<file path="src/common/cpu_cfg.svh">
`ifndef CPU_CFG_SVH
`define CPU_CFG_SVH

// width of a machine word and of an address.
`define CPU_WORD_WIDTH 16
`define CPU_NUM_REGS   16

`define CPU_LINK_REG   15  // written by jal.
`define CPU_RESET_PC   0

`endif

</file>
<file path="src/common/cpu_pkg.sv">
`include "cpu_cfg.svh"

package cpu_pkg;

   typedef logic [`CPU_WORD_WIDTH-1:0] word_t;

   typedef enum logic [3:0] {
      OP_ADD  = 4'd0,
      OP_SUB  = 4'd1,
      OP_AND  = 4'd2,
      OP_OR   = 4'd3,
      OP_NOT  = 4'd4,
      OP_SHL  = 4'd5,
      OP_SHR  = 4'd6,
      OP_LDI  = 4'd7,
      OP_LD   = 4'd8,
      OP_ST   = 4'd9,
      OP_BR   = 4'd10,
      OP_BZ   = 4'd11,
      OP_BN   = 4'd12,
      OP_JAL  = 4'd13,
      OP_JR   = 4'd14,
      OP_HALT = 4'd15
   } opcode_e;

   // first eight entries share their codes with the opcodes.
   typedef enum logic [3:0] {
      ALU_ADD        = 4'd0,
      ALU_SUB        = 4'd1,
      ALU_AND        = 4'd2,
      ALU_OR         = 4'd3,
      ALU_NOT        = 4'd4,
      ALU_SHL        = 4'd5,
      ALU_SHR        = 4'd6,
      ALU_IMM        = 4'd7,
      ALU_LD_ADDR    = 4'd8,
      ALU_ST_ADDR    = 4'd9,
      ALU_PC_INC     = 4'd10,
      ALU_BR_TARGET  = 4'd11,
      ALU_JAL_TARGET = 4'd12,
      ALU_JR_TARGET  = 4'd13
   } alu_op_e;

   // execute states run in opcode order from EX_ADD.
   typedef enum logic [4:0] {
      IFETCH  = 5'd0,  IFETCH2 = 5'd1,  DECODE  = 5'd2,
      EX_ADD  = 5'd3,  EX_SUB  = 5'd4,  EX_AND  = 5'd5,
      EX_OR   = 5'd6,  EX_NOT  = 5'd7,  EX_SHL  = 5'd8,
      EX_SHR  = 5'd9,  EX_LDI  = 5'd10, EX_LD   = 5'd11,
      EX_ST   = 5'd12, EX_BR   = 5'd13, EX_BZ   = 5'd14,
      EX_BN   = 5'd15, EX_JAL  = 5'd16, EX_JR   = 5'd17,
      EX_QUIT = 5'd18, MEM_LD  = 5'd19, MEM_LD2 = 5'd20,
      MEM_ST  = 5'd21, WB_ALU  = 5'd22, WB_LD   = 5'd23,
      WB_JAL  = 5'd24, BR_TAKE = 5'd25, BR_NOT  = 5'd26
   } state_e;

endpackage

</file>
<file path="src/controller/controller.sv">
`timescale 1ns/100ps

module controller (
   input  logic              clk,
   input  logic              reset,
   input  cpu_pkg::opcode_e  opcode,
   input  logic              zero,
   input  logic              neg,
   output logic              addr_sel,
   output logic              ir_en,
   output logic              a_en,
   output logic              b_en,
   output logic              f_en,
   output logic              mdr_en,
   output logic              pc_en,
   output logic              wb_sel,
   output logic              rf_we,
   output logic              link_sel,
   output logic              mem_we,
   output logic              halted,
   output cpu_pkg::alu_op_e  alu_op
);

   cpu_pkg::state_e state;
   cpu_pkg::state_e next_state;

   always_ff @(posedge clk) begin
      if (reset) begin
         state <= cpu_pkg::IFETCH;
      end else begin
         state <= next_state;
      end
   end

   always_comb begin
      addr_sel   = 1'b0;
      ir_en      = 1'b0;
      a_en       = 1'b0;
      b_en       = 1'b0;
      f_en       = 1'b0;
      mdr_en     = 1'b0;
      pc_en      = 1'b0;
      wb_sel     = 1'b0;
      rf_we      = 1'b0;
      link_sel   = 1'b0;
      mem_we     = 1'b0;
      halted     = 1'b0;
      alu_op     = cpu_pkg::ALU_ADD;
      next_state = cpu_pkg::EX_QUIT;
      case (state)
         cpu_pkg::IFETCH: next_state = cpu_pkg::IFETCH2;  // memory read in flight.
         cpu_pkg::IFETCH2: begin
            ir_en      = 1'b1;
            next_state = cpu_pkg::DECODE;
         end
         cpu_pkg::DECODE: begin
            a_en       = 1'b1;
            b_en       = 1'b1;
            next_state = cpu_pkg::state_e'({1'b0, opcode} + 5'd3);  // halt lands on EX_QUIT.
         end
         cpu_pkg::EX_ADD, cpu_pkg::EX_SUB, cpu_pkg::EX_AND, cpu_pkg::EX_OR,
         cpu_pkg::EX_NOT, cpu_pkg::EX_SHL, cpu_pkg::EX_SHR, cpu_pkg::EX_LDI: begin
            alu_op     = cpu_pkg::alu_op_e'(opcode);
            f_en       = 1'b1;
            next_state = cpu_pkg::WB_ALU;
         end
         cpu_pkg::EX_LD: begin
            alu_op     = cpu_pkg::ALU_LD_ADDR;
            f_en       = 1'b1;
            next_state = cpu_pkg::MEM_LD;
         end
         cpu_pkg::EX_ST: begin
            alu_op     = cpu_pkg::ALU_ST_ADDR;
            f_en       = 1'b1;
            next_state = cpu_pkg::MEM_ST;
         end
         cpu_pkg::EX_BR, cpu_pkg::BR_TAKE: begin
            alu_op     = cpu_pkg::ALU_BR_TARGET;
            pc_en      = 1'b1;
            next_state = cpu_pkg::IFETCH;
         end
         cpu_pkg::EX_BZ: next_state = zero ? cpu_pkg::BR_TAKE : cpu_pkg::BR_NOT;
         cpu_pkg::EX_BN: next_state = neg ? cpu_pkg::BR_TAKE : cpu_pkg::BR_NOT;
         cpu_pkg::EX_JAL: begin
            alu_op     = cpu_pkg::ALU_PC_INC;  // link value into f.
            f_en       = 1'b1;
            next_state = cpu_pkg::WB_JAL;
         end
         cpu_pkg::EX_JR: begin
            alu_op     = cpu_pkg::ALU_JR_TARGET;
            pc_en      = 1'b1;
            next_state = cpu_pkg::IFETCH;
         end
         cpu_pkg::EX_QUIT: begin
            halted     = 1'b1;
            next_state = cpu_pkg::EX_QUIT;  // only reset leaves.
         end
         cpu_pkg::MEM_LD: begin
            addr_sel   = 1'b1;
            next_state = cpu_pkg::MEM_LD2;
         end
         cpu_pkg::MEM_LD2: begin
            addr_sel   = 1'b1;
            mdr_en     = 1'b1;
            next_state = cpu_pkg::WB_LD;
         end
         cpu_pkg::MEM_ST: begin
            addr_sel   = 1'b1;
            mem_we     = 1'b1;
            alu_op     = cpu_pkg::ALU_PC_INC;
            pc_en      = 1'b1;
            next_state = cpu_pkg::IFETCH;
         end
         cpu_pkg::WB_ALU: begin
            rf_we      = 1'b1;
            alu_op     = cpu_pkg::ALU_PC_INC;
            pc_en      = 1'b1;
            next_state = cpu_pkg::IFETCH;
         end
         cpu_pkg::WB_LD: begin
            wb_sel     = 1'b1;
            rf_we      = 1'b1;
            alu_op     = cpu_pkg::ALU_PC_INC;
            pc_en      = 1'b1;
            next_state = cpu_pkg::IFETCH;
         end
         cpu_pkg::WB_JAL: begin
            link_sel   = 1'b1;
            rf_we      = 1'b1;
            alu_op     = cpu_pkg::ALU_JAL_TARGET;
            pc_en      = 1'b1;
            next_state = cpu_pkg::IFETCH;
         end
         cpu_pkg::BR_NOT: begin
            alu_op     = cpu_pkg::ALU_PC_INC;
            pc_en      = 1'b1;
            next_state = cpu_pkg::IFETCH;
         end
         default: begin
         end
      endcase
   end

endmodule

</file>
<file path="src/datapath/alu.sv">
`timescale 1ns/100ps
`include "cpu_cfg.svh"

module alu (
   input  cpu_pkg::alu_op_e  op,
   input  cpu_pkg::word_t    a,
   input  cpu_pkg::word_t    b,
   input  cpu_pkg::word_t    pc,
   input  cpu_pkg::word_t    ir,
   output cpu_pkg::word_t    result
);

   cpu_pkg::word_t imm8;
   cpu_pkg::word_t ld_off;
   cpu_pkg::word_t st_off;
   cpu_pkg::word_t br_off;
   cpu_pkg::word_t pc_inc;

   assign imm8   = {{(`CPU_WORD_WIDTH-8){1'b0}}, ir[7:0]};
   assign ld_off = {{(`CPU_WORD_WIDTH-4){1'b0}}, ir[3:0]};
   assign st_off = {{(`CPU_WORD_WIDTH-4){1'b0}}, ir[11:8]};
   // offset is split around the rs field.
   assign br_off = {{(`CPU_WORD_WIDTH-8){ir[11]}}, ir[11:8], ir[3:0]};
   assign pc_inc = pc + 1'b1;

   always_comb begin
      case (op)
         cpu_pkg::ALU_ADD:        result = a + b;
         cpu_pkg::ALU_SUB:        result = a - b;
         cpu_pkg::ALU_AND:        result = a & b;
         cpu_pkg::ALU_OR:         result = a | b;
         cpu_pkg::ALU_NOT:        result = ~a;
         cpu_pkg::ALU_SHL:        result = a << 1;
         cpu_pkg::ALU_SHR:        result = a >> 1;  // logical.
         cpu_pkg::ALU_IMM:        result = imm8;
         cpu_pkg::ALU_LD_ADDR:    result = a + ld_off;
         cpu_pkg::ALU_ST_ADDR:    result = a + st_off;
         cpu_pkg::ALU_PC_INC:     result = pc_inc;
         cpu_pkg::ALU_BR_TARGET,
         cpu_pkg::ALU_JAL_TARGET: result = pc_inc + br_off;
         cpu_pkg::ALU_JR_TARGET:  result = a;
         default:                 result = '0;
      endcase
   end

endmodule

</file>
<file path="src/datapath/datapath.sv">
`timescale 1ns/100ps
`include "cpu_cfg.svh"

module datapath (
   input  logic              clk,
   input  logic              reset,
   input  logic              addr_sel,
   input  logic              ir_en,
   input  logic              a_en,
   input  logic              b_en,
   input  logic              f_en,
   input  logic              mdr_en,
   input  logic              pc_en,
   input  logic              wb_sel,
   input  logic              rf_we,
   input  logic              link_sel,
   input  cpu_pkg::alu_op_e  alu_op,
   output cpu_pkg::opcode_e  opcode,
   output logic              zero,
   output logic              neg,
   output cpu_pkg::word_t    mem_addr,
   output cpu_pkg::word_t    mem_wdata,
   input  cpu_pkg::word_t    mem_rdata
);

   cpu_pkg::word_t pc;
   cpu_pkg::word_t ir;
   cpu_pkg::word_t a_reg;
   cpu_pkg::word_t b_reg;
   cpu_pkg::word_t f_reg;
   cpu_pkg::word_t mdr;
   cpu_pkg::word_t alu_result;
   cpu_pkg::word_t rdata_a;
   cpu_pkg::word_t rdata_b;
   cpu_pkg::word_t wdata;
   logic [3:0]     waddr;

   always_ff @(posedge clk) begin
      if (reset) begin
         pc <= cpu_pkg::word_t'(`CPU_RESET_PC);
      end else if (pc_en) begin
         pc <= alu_result;
      end
   end

   always_ff @(posedge clk) begin
      if (ir_en) ir <= mem_rdata;
      if (a_en) a_reg <= rdata_a;
      if (b_en) b_reg <= rdata_b;
      if (f_en) f_reg <= alu_result;
      if (mdr_en) mdr <= mem_rdata;
   end

   assign mem_addr  = addr_sel ? f_reg : pc;
   assign mem_wdata = b_reg;
   assign wdata     = wb_sel ? mdr : f_reg;
   assign waddr     = link_sel ? 4'(`CPU_LINK_REG) : ir[11:8];

   assign opcode = cpu_pkg::opcode_e'(ir[15:12]);
   assign zero   = (a_reg == '0);  // flags describe rs.
   assign neg    = a_reg[`CPU_WORD_WIDTH-1];

   alu u_alu (
      .op     (alu_op),
      .a      (a_reg),
      .b      (b_reg),
      .pc     (pc),
      .ir     (ir),
      .result (alu_result)
   );

   register_file u_register_file (
      .clk     (clk),
      .raddr_a (ir[7:4]),
      .raddr_b (ir[3:0]),
      .waddr   (waddr),
      .we      (rf_we),
      .wdata   (wdata),
      .rdata_a (rdata_a),
      .rdata_b (rdata_b)
   );

endmodule

</file>
<file path="src/datapath/register_file.sv">
`timescale 1ns/100ps
`include "cpu_cfg.svh"

module register_file (
   input  logic            clk,
   input  logic [3:0]      raddr_a,
   input  logic [3:0]      raddr_b,
   input  logic [3:0]      waddr,
   input  logic            we,
   input  cpu_pkg::word_t  wdata,
   output cpu_pkg::word_t  rdata_a,
   output cpu_pkg::word_t  rdata_b
);

   cpu_pkg::word_t regs [`CPU_NUM_REGS];

   always_ff @(posedge clk) begin
      if (we) begin
         regs[waddr] <= wdata;
      end
   end

   // reads see the old value during a write cycle.
   assign rdata_a = regs[raddr_a];
   assign rdata_b = regs[raddr_b];

endmodule

</file>
<file path="src/rtl/cpu_top.sv">
`timescale 1ns/100ps

module cpu_top (
   input  logic            clk,
   input  logic            reset,
   output cpu_pkg::word_t  mem_addr,
   output cpu_pkg::word_t  mem_wdata,
   output logic            mem_we,
   input  cpu_pkg::word_t  mem_rdata,
   output logic            halted
);

   logic              addr_sel;
   logic              ir_en;
   logic              a_en;
   logic              b_en;
   logic              f_en;
   logic              mdr_en;
   logic              pc_en;
   logic              wb_sel;
   logic              rf_we;
   logic              link_sel;
   logic              zero;
   logic              neg;
   cpu_pkg::alu_op_e  alu_op;
   cpu_pkg::opcode_e  opcode;

   controller u_controller (
      .clk      (clk),
      .reset    (reset),
      .opcode   (opcode),
      .zero     (zero),
      .neg      (neg),
      .addr_sel (addr_sel),
      .ir_en    (ir_en),
      .a_en     (a_en),
      .b_en     (b_en),
      .f_en     (f_en),
      .mdr_en   (mdr_en),
      .pc_en    (pc_en),
      .wb_sel   (wb_sel),
      .rf_we    (rf_we),
      .link_sel (link_sel),
      .mem_we   (mem_we),
      .halted   (halted),
      .alu_op   (alu_op)
   );

   datapath u_datapath (
      .clk       (clk),
      .reset     (reset),
      .addr_sel  (addr_sel),
      .ir_en     (ir_en),
      .a_en      (a_en),
      .b_en      (b_en),
      .f_en      (f_en),
      .mdr_en    (mdr_en),
      .pc_en     (pc_en),
      .wb_sel    (wb_sel),
      .rf_we     (rf_we),
      .link_sel  (link_sel),
      .alu_op    (alu_op),
      .opcode    (opcode),
      .zero      (zero),
      .neg       (neg),
      .mem_addr  (mem_addr),
      .mem_wdata (mem_wdata),
      .mem_rdata (mem_rdata)
   );

endmodule

</file>
<file path="config.mk">
export PLATFORM = sky130hd
export DESIGN_NAME = cpu_top
export DESIGN_NICKNAME = d
export VERILOG_FILES = /design/src/common/cpu_pkg.sv /design/src/controller/controller.sv /design/src/datapath/alu.sv /design/src/datapath/datapath.sv /design/src/datapath/register_file.sv /design/src/rtl/cpu_top.sv
export VERILOG_INCLUDE_DIRS = /design/src /design/src/common
export SDC_FILE = /design/constraint.sdc
export NUM_CORES = 1
export LEC_CHECK = 0
export ABC_CLOCK_PERIOD_IN_PS = 5700
export BUFFER_PORTS_ARGS = -buffer_cell sky130_fd_sc_hd__buf_2
export CAP_MARGIN = 25
export CORE_MARGIN = 1
export CORE_UTILIZATION = 55
export DETAILED_ROUTE_END_ITERATION = 16
export PLACE_DENSITY_LB_ADDON = 0.08
export SYNTH_ARGS = -nofsm -noshare
export SYNTH_HDL_FRONTEND = slang
export SYNTH_HIERARCHICAL = 1
export SYNTH_SLANG_ARGS = --single-unit
</file>
<file path="constraint.sdc">
create_clock -name clk -period 5.7 [get_ports clk]
set_clock_uncertainty 0.1 [all_clocks]
set_input_delay 0.57 -clock clk [delete_from_list [all_inputs] [get_ports clk]]
set_output_delay 0.57 -clock clk [all_outputs]
set_load 0.02 [all_outputs]
</file>
### After elaboration in Yosys (flattened, before gate mapping)

Memory sizes are Yosys's and may differ from the RTL's. A register that Yosys moved wholly into a read port is not among the register bits.
Index checks and enable logic that the tools add are counted.

| storage, ports and cells | value |
|---|---|
| register bits | 69 |
| memory bits (writable) | 256 |
| input port bits | 18 |
| logic and storage cells | 87 |
| memories | 1 |

Memories:

| name | words | width | rd ports | clocked after Yosys merged registers in | write ports | RTL line | source |
|---|---|---|---|---|---|---|---|
| u_datapath.u_register_file.regs | 16 | 16 | 2 | 2 | 1 | register_file.sv:15 | `` cpu_pkg::word_t regs [`CPU_NUM_REGS]; `` |

| cells by class | value |
|---|---|
| $add $sub $neg | 7 |
| equality and inequality tests | 39 |
| multiplexer cells | 21 |
| bitwise gates (word level) | 3 |
| reductions and logical operators | 11 |

Operator list:

| kind | count |
|---|---|
| case mux 16 bit (13 select lines) | 1 |
| case mux 5 bit (12 select lines) | 1 |
| == test 5 bit, second input constant | 11 |
| == test 5 x 4 -> 1 bit, second input constant | 8 |
| adder 16 bit | 2 |
| adder 16 x 4 -> 16 bit | 2 |
| 2-to-1 mux 16 bit | 2 |
| case mux 4 bit (7 select lines) | 1 |
| == test 4 bit, second input constant | 6 |
| == test 5 x 3 -> 1 bit, second input constant | 4 |
| adder 16 x 1 -> 16 bit, second input constant | 1 |
| AND 16 bit | 1 |
| == test 4 x 3 -> 1 bit, second input constant | 4 |
| zero test 16 bit | 1 |
| inverter 16 bit | 1 |
| bitwise OR 16 bit | 1 |
| OR reduction 8 bit | 2 |
| subtractor 16 bit | 1 |
| 2-to-1 mux 1 bit | 13 |
| OR reduction 11 bit | 1 |
| == test 5 x 2 -> 1 bit, second input constant | 2 |
| == test 4 x 2 -> 1 bit, second input constant | 2 |
| OR reduction 3 bit | 2 |
| adder 4 x 2 -> 5 bit, second input constant | 1 |
| other kinds (8) | 10 |

### Longest topological paths before layout

Gate-level depths: netlist of the first run.

| logic depth | value |
|---|---|
| word-level depth | 6 |
| depth in mapped cells | 24 |

### Hierarchy

Netlist of the first run, hierarchy kept.

By module, submodules not included:

| module | instances | cells each | area each (um2) | seq. area each (um2) |
|---|---|---|---|---|
| register_file | 1 | 553 | 11,673.7 | 7,687.4 |
| datapath | 1 | 181 | 3,564.7 | 2,722.6 |
| alu | 1 | 512 | 3,425.8 | 0.0 |
| controller | 1 | 138 | 914.6 | 100.1 |

### Worst setup path before layout of the first run

Ideal clock, no wire load.

| timing path | value |
|---|---|
| kind | register to register |
| from | register u_controller.state[0] |
| to | register u_datapath.pc[14] |
| setup time | 122 ps |
| data arrival time | 4,473 ps |
| path slack | 1,005 ps |
| cell stages (with the launch flop) | 24 |
| period minus slack after synthesis | 4,695 ps |
| path through | dfxtp_1 -> buf_4 -> buf_4 -> buf_2 -> a21oi_1 -> nor3b_1 -> a211oi_1 -> buf_2 -> clkbuf_1 -> buf_2 -> mux2_2 -> nand2_1 -> o21ai_0 -> a22o_1 -> fa_1 -> a211oi_1 -> nor2_1 -> o32a_1 -> a31o_2 -> o21a_1 -> xnor2_1 -> o2111ai_1 -> mux2i_1 -> nor2_1 |

| between the ends | value |
|---|---|
| longest elaborated chain between the ends | 6 |
| elaborated cells on any way between the ends | 41 |
| classes of those cells | eq/ne: 32; mux: 3; reduce/logical: 6 |

RTL lines:

| what | RTL line | source |
|---|---|---|
| start: declaration | controller.sv:24 | `cpu_pkg::state_e state;` |
| start signal: assignment | controller.sv:29 | `state <= cpu_pkg::IFETCH;` |
| start signal: assignment | controller.sv:31 | `state <= next_state;` |
| == test 5 x 2 -> 1 bit, or another cell as far along | controller.sv:50 | `case (state)` |
| OR reduction 8 bit, or another cell as far along | controller.sv:50 |  |
| case mux 4 bit (7 select lines) (*) | controller.sv:50 |  |
| via alu_op[3] | cpu_top.sv:25 | `cpu_pkg::alu_op_e alu_op;` |
| == test 4 bit | alu.sv:27 | `case (op)` |
| OR reduction 2 bit | alu.sv:27 |  |
| case mux 16 bit (13 select lines) (*) | alu.sv:27 |  |
| via u_datapath.alu_result[14] | datapath.sv:32 | `cpu_pkg::word_t alu_result;` |
| end signal: assignment | datapath.sv:40 | `` pc <= cpu_pkg::word_t'(`CPU_RESET_PC); `` |
| end signal: assignment | datapath.sv:42 | `pc <= alu_result;` |
| end: declaration | datapath.sv:26 | `cpu_pkg::word_t pc;` |

The timed path passes the listed nets; every way through them passes the cells marked *.
A chain may end at the register's enable or synchronous reset.

### Final worst setup path of the first run

| timing path | value |
|---|---|
| from | register u_controller.state[3] |
| to | register u_datapath.pc[14] |

The elaborated chain is that of the path after synthesis.

==> reports/qor.csv, run 1 <==
metric,value,unit
result of the run,"finished, final reports clean",
fmax,191.9,MHz
Mean Syn Cell Area,14.15,um2
Vias/cell,6.768,
storage element area,0.01051,mm2
leading area contributor after synthesis,edfxtp_1,
CTS root buffer,clkbuf_16,
drt wl/cell,28.92,um
# rows,68,
kind of critical path,flip-flop to flip-flop,
first-pass GRT wire length,81.36,mm
PD cells,542.4,mW/mm2
Cells after Synth,1384,
routed wire length,55.16,mm
final setup violating endpoints,0,
# Max-Cap Violations,0,
clk buf depth,3,
DPL Wire Length,37.98,mm
# diodes,0,
"Cell Area, Placed",0.02028,mm2
Worst slew margin,0.2907,
Post-synth EDFFs,336,
post-synthesis register bit count,357,
crit path time final,5.211,ns
"count leader, synth",edfxtp_1,
post-route cell area,0.02149,mm2
H-tree levels,2,
Core Area,0.03480,mm2
Peak VDD IR,0.0004357,V
layer with the highest usage,met2,
Die ar.,0.03636,mm2
CP Capture Type,flip-flop,
Chip Width,190.7,um
Vias,12910,
CTS Sinks,357,
die height,190.7,um
sequential share of the synthesized area,0.5368,
area taken by multi-input logic gates,0.008493,mm2
post-CTS sizing,0,
Yosys warnings,6,
Setup crit start kind,flip-flop,
IO buf count,51,
max FFs per register,256,
Post-synth top flop,edfxtp_1,
met2 Track Usage GR,0.5317,
nets,1483,
TritonCTS clock tree,yes,
Synth top area share,0.5153,
Syn Std Cell Area,0.01958,mm2
drc violations,0,
initial antenna violation count,0,
Final Total Pwr,11.66,mW
"Reg clk slew, reported paths",0.06,ns
Max Transition Viols Final,0,
Slew @ Worst Pin,1.064,ns
crit path max fanout,29,
vias in the first global route,12800,
crit path launch,u_controller/state[3],
"Setup Fix Bufs, Post-CTS",0,
setup ws final,0.4892,ns
CTS Hold Bufs,0,
starting DRC count in detailed routing,1267,
Largest Register,u_datapath/u_register_file/regs,
P&R area growth vs syn,9.752,%
RSZ-0062 raised after global routing,no,
Setup Slack @ Placement,0.6982,ns
Initial Util,0.5626,
top post-synthesis cells by area,"edfxtp_1 (52%), mux4_2 (12%), a22oi_1 (2.9%)",
final period utilization,0.9142,
hold path start,mem_rdata[12],
Critical Path RT,6.10,ns
final-report hold violation count,0,
"FFs w/ async S/R, synth",0,
CP arrival,5.61,ns
M3 GR Usage,0.04656,
Synth cell types,85,
Fillers,2645,
CTS Buf Count,38,
antenna-violating nets left,0,
Detailed Routing Iterations Pass 1,8,
syn nets,1441,
share of layout cells above drive strength 1,0.2376,
RD Place Congestion,1.019,
Leak,7.337,nW
Post-synth top cells,"edfxtp_1 (336), mux4_2 (108), nor2_1 (100), nand2_1 (83), a22oi_1 (75)",
GRT Util Overall,0.3113,
Setup TNS,0,ns
total gr overflow,0,
Hold WS,0.08694,ns
M1 GR Usage,0.3969,
R2R Path Start,u_controller/state[3],
Clock Latency Late Sink,0.57,ns
IO Pins,52,
hold crit path type,primary input to flip-flop,
largest net degree at the start of global routing,68,
[logic make-up after synthesis]
| group | synth area share |
|---|---|
| AOI/OAI and AO/OA | 0.1035 |
| muxes | 0.1918 |
| adders and majority gates | 0.02978 |
| DFF | 0.5368 |
| buffers and inverters | 0.03515 |
| xor gates and xnor gates | 0.02192 |
| and+or+nand+nor | 0.08103 |
[final timing paths]
kind                         to  slack [ns]  depth (start not counted)
max reg2reg   u_datapath/pc[14]        0.49                         18
min reg2reg   u_datapath/pc[10]        0.47                          2
min          u_datapath/mdr[12]        0.09                          1
max           u_datapath/pc[14]        0.49                         18
[final cells by class]
class	instances	share of cell area
repair buffers	100	0.03069
inverters	20	0.003494
flip-flops and latches	357	0.4891
well taps	455	0.02649
multi-input cells	909	0.3952
clock inverters	20	0.009316
clock buffers	46	0.04565
[critical path: stages, from the launching register on]
cell and delay, ns:
dfxtp_1 0.93, or3b_1 0.23, nor3_1 0.06, a2111o_1 0.41, buf_4 0.23, nor2b_1 0.15, and2_1 0.24, nor2_1 0.10
a22o_1 0.27, fa_1 0.46, a211oi_1 0.28, nor2_1 0.13, o32a_1 0.38, a31o_2 0.29, o21a_1 0.20, xnor2_1 0.12
o2111ai_1 0.28, mux2i_1 0.12, nor2_1 0.11
[metrics by stage]
step                utilization  std cells
detailed placement       0.5828       1840
finish                   0.6175       1907
global placement         0.5824       1839
global route             0.6175       1907
floorplan                     -       1384
CTS                      0.6167       1906
[layer usage]
layer	part of all wire	vias to the layer above	wire (um)
met5	0	-	0
met1	0.38	6568	21210
met3	0.067	129	3687
li1	-	5641	-
met2	0.51	568	27970
met4	0.041	0	2282
[where the power goes]
| part | leakage (nW) | total, mW | internal (mW) | switching [mW] |
|---|---|---|---|---|
| Combinational | 3.55 | 5.39 | 2.08 | 3.31 |
| Clock | 0.572 | 2.38 | 1.33 | 1.04 |
| Sequential | 3.21 | 3.89 | 3.54 | 0.346 |
| Total | 7.34 | 11.7 | 6.96 | 4.70 |
[placed cells by master (no fill, tap or decap), types with 9 or more instances in the layout]
master,Yosys,final
edfxtp_1,336,336
mux4_2,108,108
nor2_1,100,87
nand2_1,83,83
a22oi_1,75,75
a21oi_1,62,62
buf_2,17,51
o21ai_0,46,46
buf_4,17,46
clkbuf_16,0,38
ha_1,37,37
mux2i_1,26,26
xnor2_1,26,26
xor2_1,23,23
dfxtp_1,21,21
mux2_4,20,20
nor2b_1,19,19
mux2_2,19,19
inv_1,18,18
nor3_1,23,18
mux4_1,18,18
nand2b_1,15,15
nand3_1,15,15
nor2_2,0,13
a211oi_1,13,12
o211ai_1,12,12
a21o_1,9,9
o21a_1,9,9
(Power assumes the default switching activity.)
==> run 2: changes to the inputs <==
- SETUP_SLACK_MARGIN: unset -> 0.5
==> reports/qor.csv, run 2 (same netlist as run 1, synthesis figures left out) <==
metric,value,unit
CTS Sinks,357,
# diodes,0,
post-route cell area,0.02151,mm2
largest net degree at the start of global routing,68,
Worst slew margin,0.2871,
result of the run,"finished, final reports clean",
CP max stage cell,fa_1,
Chip Width,190.7,um
Vias,12820,
die height,190.7,um
vias in the first global route,12800,
# Max-Cap Violations,0,
initial antenna violation count,0,
Largest Register,u_datapath/u_register_file/regs,
hold crit path type,primary input to flip-flop,
fin cells,1907,
fmax,203.6,MHz
IO Pins,52,
total gr overflow,0,
Vias/cell,6.723,
crit path max fanout,15,
P&R area growth vs syn,9.867,%
Leak,7.344,nW
most frequent cells in the layout,"edfxtp_1 (336), mux4_2 (108), nor2_1 (87)",
Die ar.,0.03636,mm2
Setup TNS,0,ns
final period utilization,0.8615,
Peak VDD IR,0.0004338,V
Setup crit start kind,flip-flop,
drc violations,0,
final setup violating endpoints,0,
critical path's top delay family,compound AO/OA/AOI/OAI gates,
"Cell Area, Placed",0.02028,mm2
H-tree levels,2,
kind of critical path,flip-flop to flip-flop,
placed cells,1840,
CTS root buffer,clkbuf_16,
share of layout cells above drive strength 1,0.2424,
antenna-violating nets left,0,
crit path time final,4.911,ns
CP Capture Type,flip-flop,
Max Transition Viols Final,0,
first-pass GRT wire length,81.36,mm
Slew @ Worst Pin,1.069,ns
CP Buf/Inv Count,1,
"Cell Chain, Critical Path",mux2_2 > nand2_1 > a21oi_1 > a2111o_1 > buf_4 > nor2b_1 > and2_2 > nor2_1 > a22o_1 > fa_1 > a211oi_1 > nor2_1 > o32a_1 > a31o_2 > o21a_1 > xnor2_1 > o2111ai_1 > mux2i_1 > nor2_1,
clk buf depth,3,
GRT Util Overall,0.3113,
routed wire length,55.02,mm
Core Area,0.03480,mm2
max incr delay on CP,0.47,ns
final-report hold violation count,0,
RSZ-0062 raised after global routing,no,
max FFs per register,256,
nets,1483,
PD cells,542.2,mW/mm2
Critical Path RT,6.10,ns
IO buf count,51,
starting DRC count in detailed routing,1201,
Clock Latency Late Sink,0.57,ns
# rows,68,
TritonCTS clock tree,yes,
DPL Wire Length,37.98,mm
"Reg clk slew, reported paths",0.06,ns
Initial Util,0.5626,
drt wl/cell,28.85,um
"commonest non-fill, non-tap cell in the layout",edfxtp_1,
CP arrival,5.31,ns
CP most frequent cell,nor2_1,
Hold WS,0.08753,ns
RD Place Congestion,1.019,
CTS Buf Count,38,
Detailed Routing Iterations Pass 1,5,
"Core Util, Final",0.6182,
-- run 2: cell counts in the layout (fill, tap and decap cells not counted) --
Identical to the previous run, type by type.
-- run 2: layout make-up --
class	instances	area (um2)
clock inverter	20	200.2
inverter	20	75.07
tap	455	569.3
sequential	357	10520
multi-input combinational	909	8503
clock buffer	46	980.9
fill	2641	13290
timing repair buffer	100	666.9
-- run 2: power breakdown --
part	leakage, nW	total [mW]	switching (mW)	internal (mW)
clock	0.572	2.37	1.04	1.33
combinational	3.56	5.40	3.30	2.09
sequential	3.21	3.89	0.347	3.55
-- run 2: final timing paths --
| kind | from | end | slack, ns | cells past startpoint |
|---|---|---|---|---|
| setup / recovery | u_controller/state[4] | u_datapath/pc[14] | 0.79 | 19 |
| hold / removal | mem_rdata[12] | u_datapath/mdr[12] | 0.09 | 1 |
| setup reg to reg | u_controller/state[4] | u_datapath/pc[14] | 0.79 | 19 |
| hold reg to reg | u_datapath/pc[10] | u_datapath/pc[10] | 0.47 | 2 |
-- run 2: metal layers --
layer | up-vias | wire, um | GRT usage
met5 | - | 0 | 0
met4 | 0 | 2153 | 0.1308
met3 | 119 | 3763 | 0.04656
met2 | 585 | 28030 | 0.5317
met1 | 6469 | 21070 | 0.3969
li1 | 5647 | - | -
-- run 2: timing repair --
item	in CTS	in global routing
hold buffers	0	0
buffers inserted	0	0
endpoints found under the setup margin	0	11
resized for setup	0	10
-- run 2: through the flow --
stage | power (mW) | worst slack, ns
after CTS | 11.58 | 0.5953
after floorplan | 7.647 | 1.005
after global placement | 9.126 | 0.7328
final | 11.66 | 0.7894
after detailed placement | 9.175 | 0.6982
after global routing | 12.25 | 0.5094
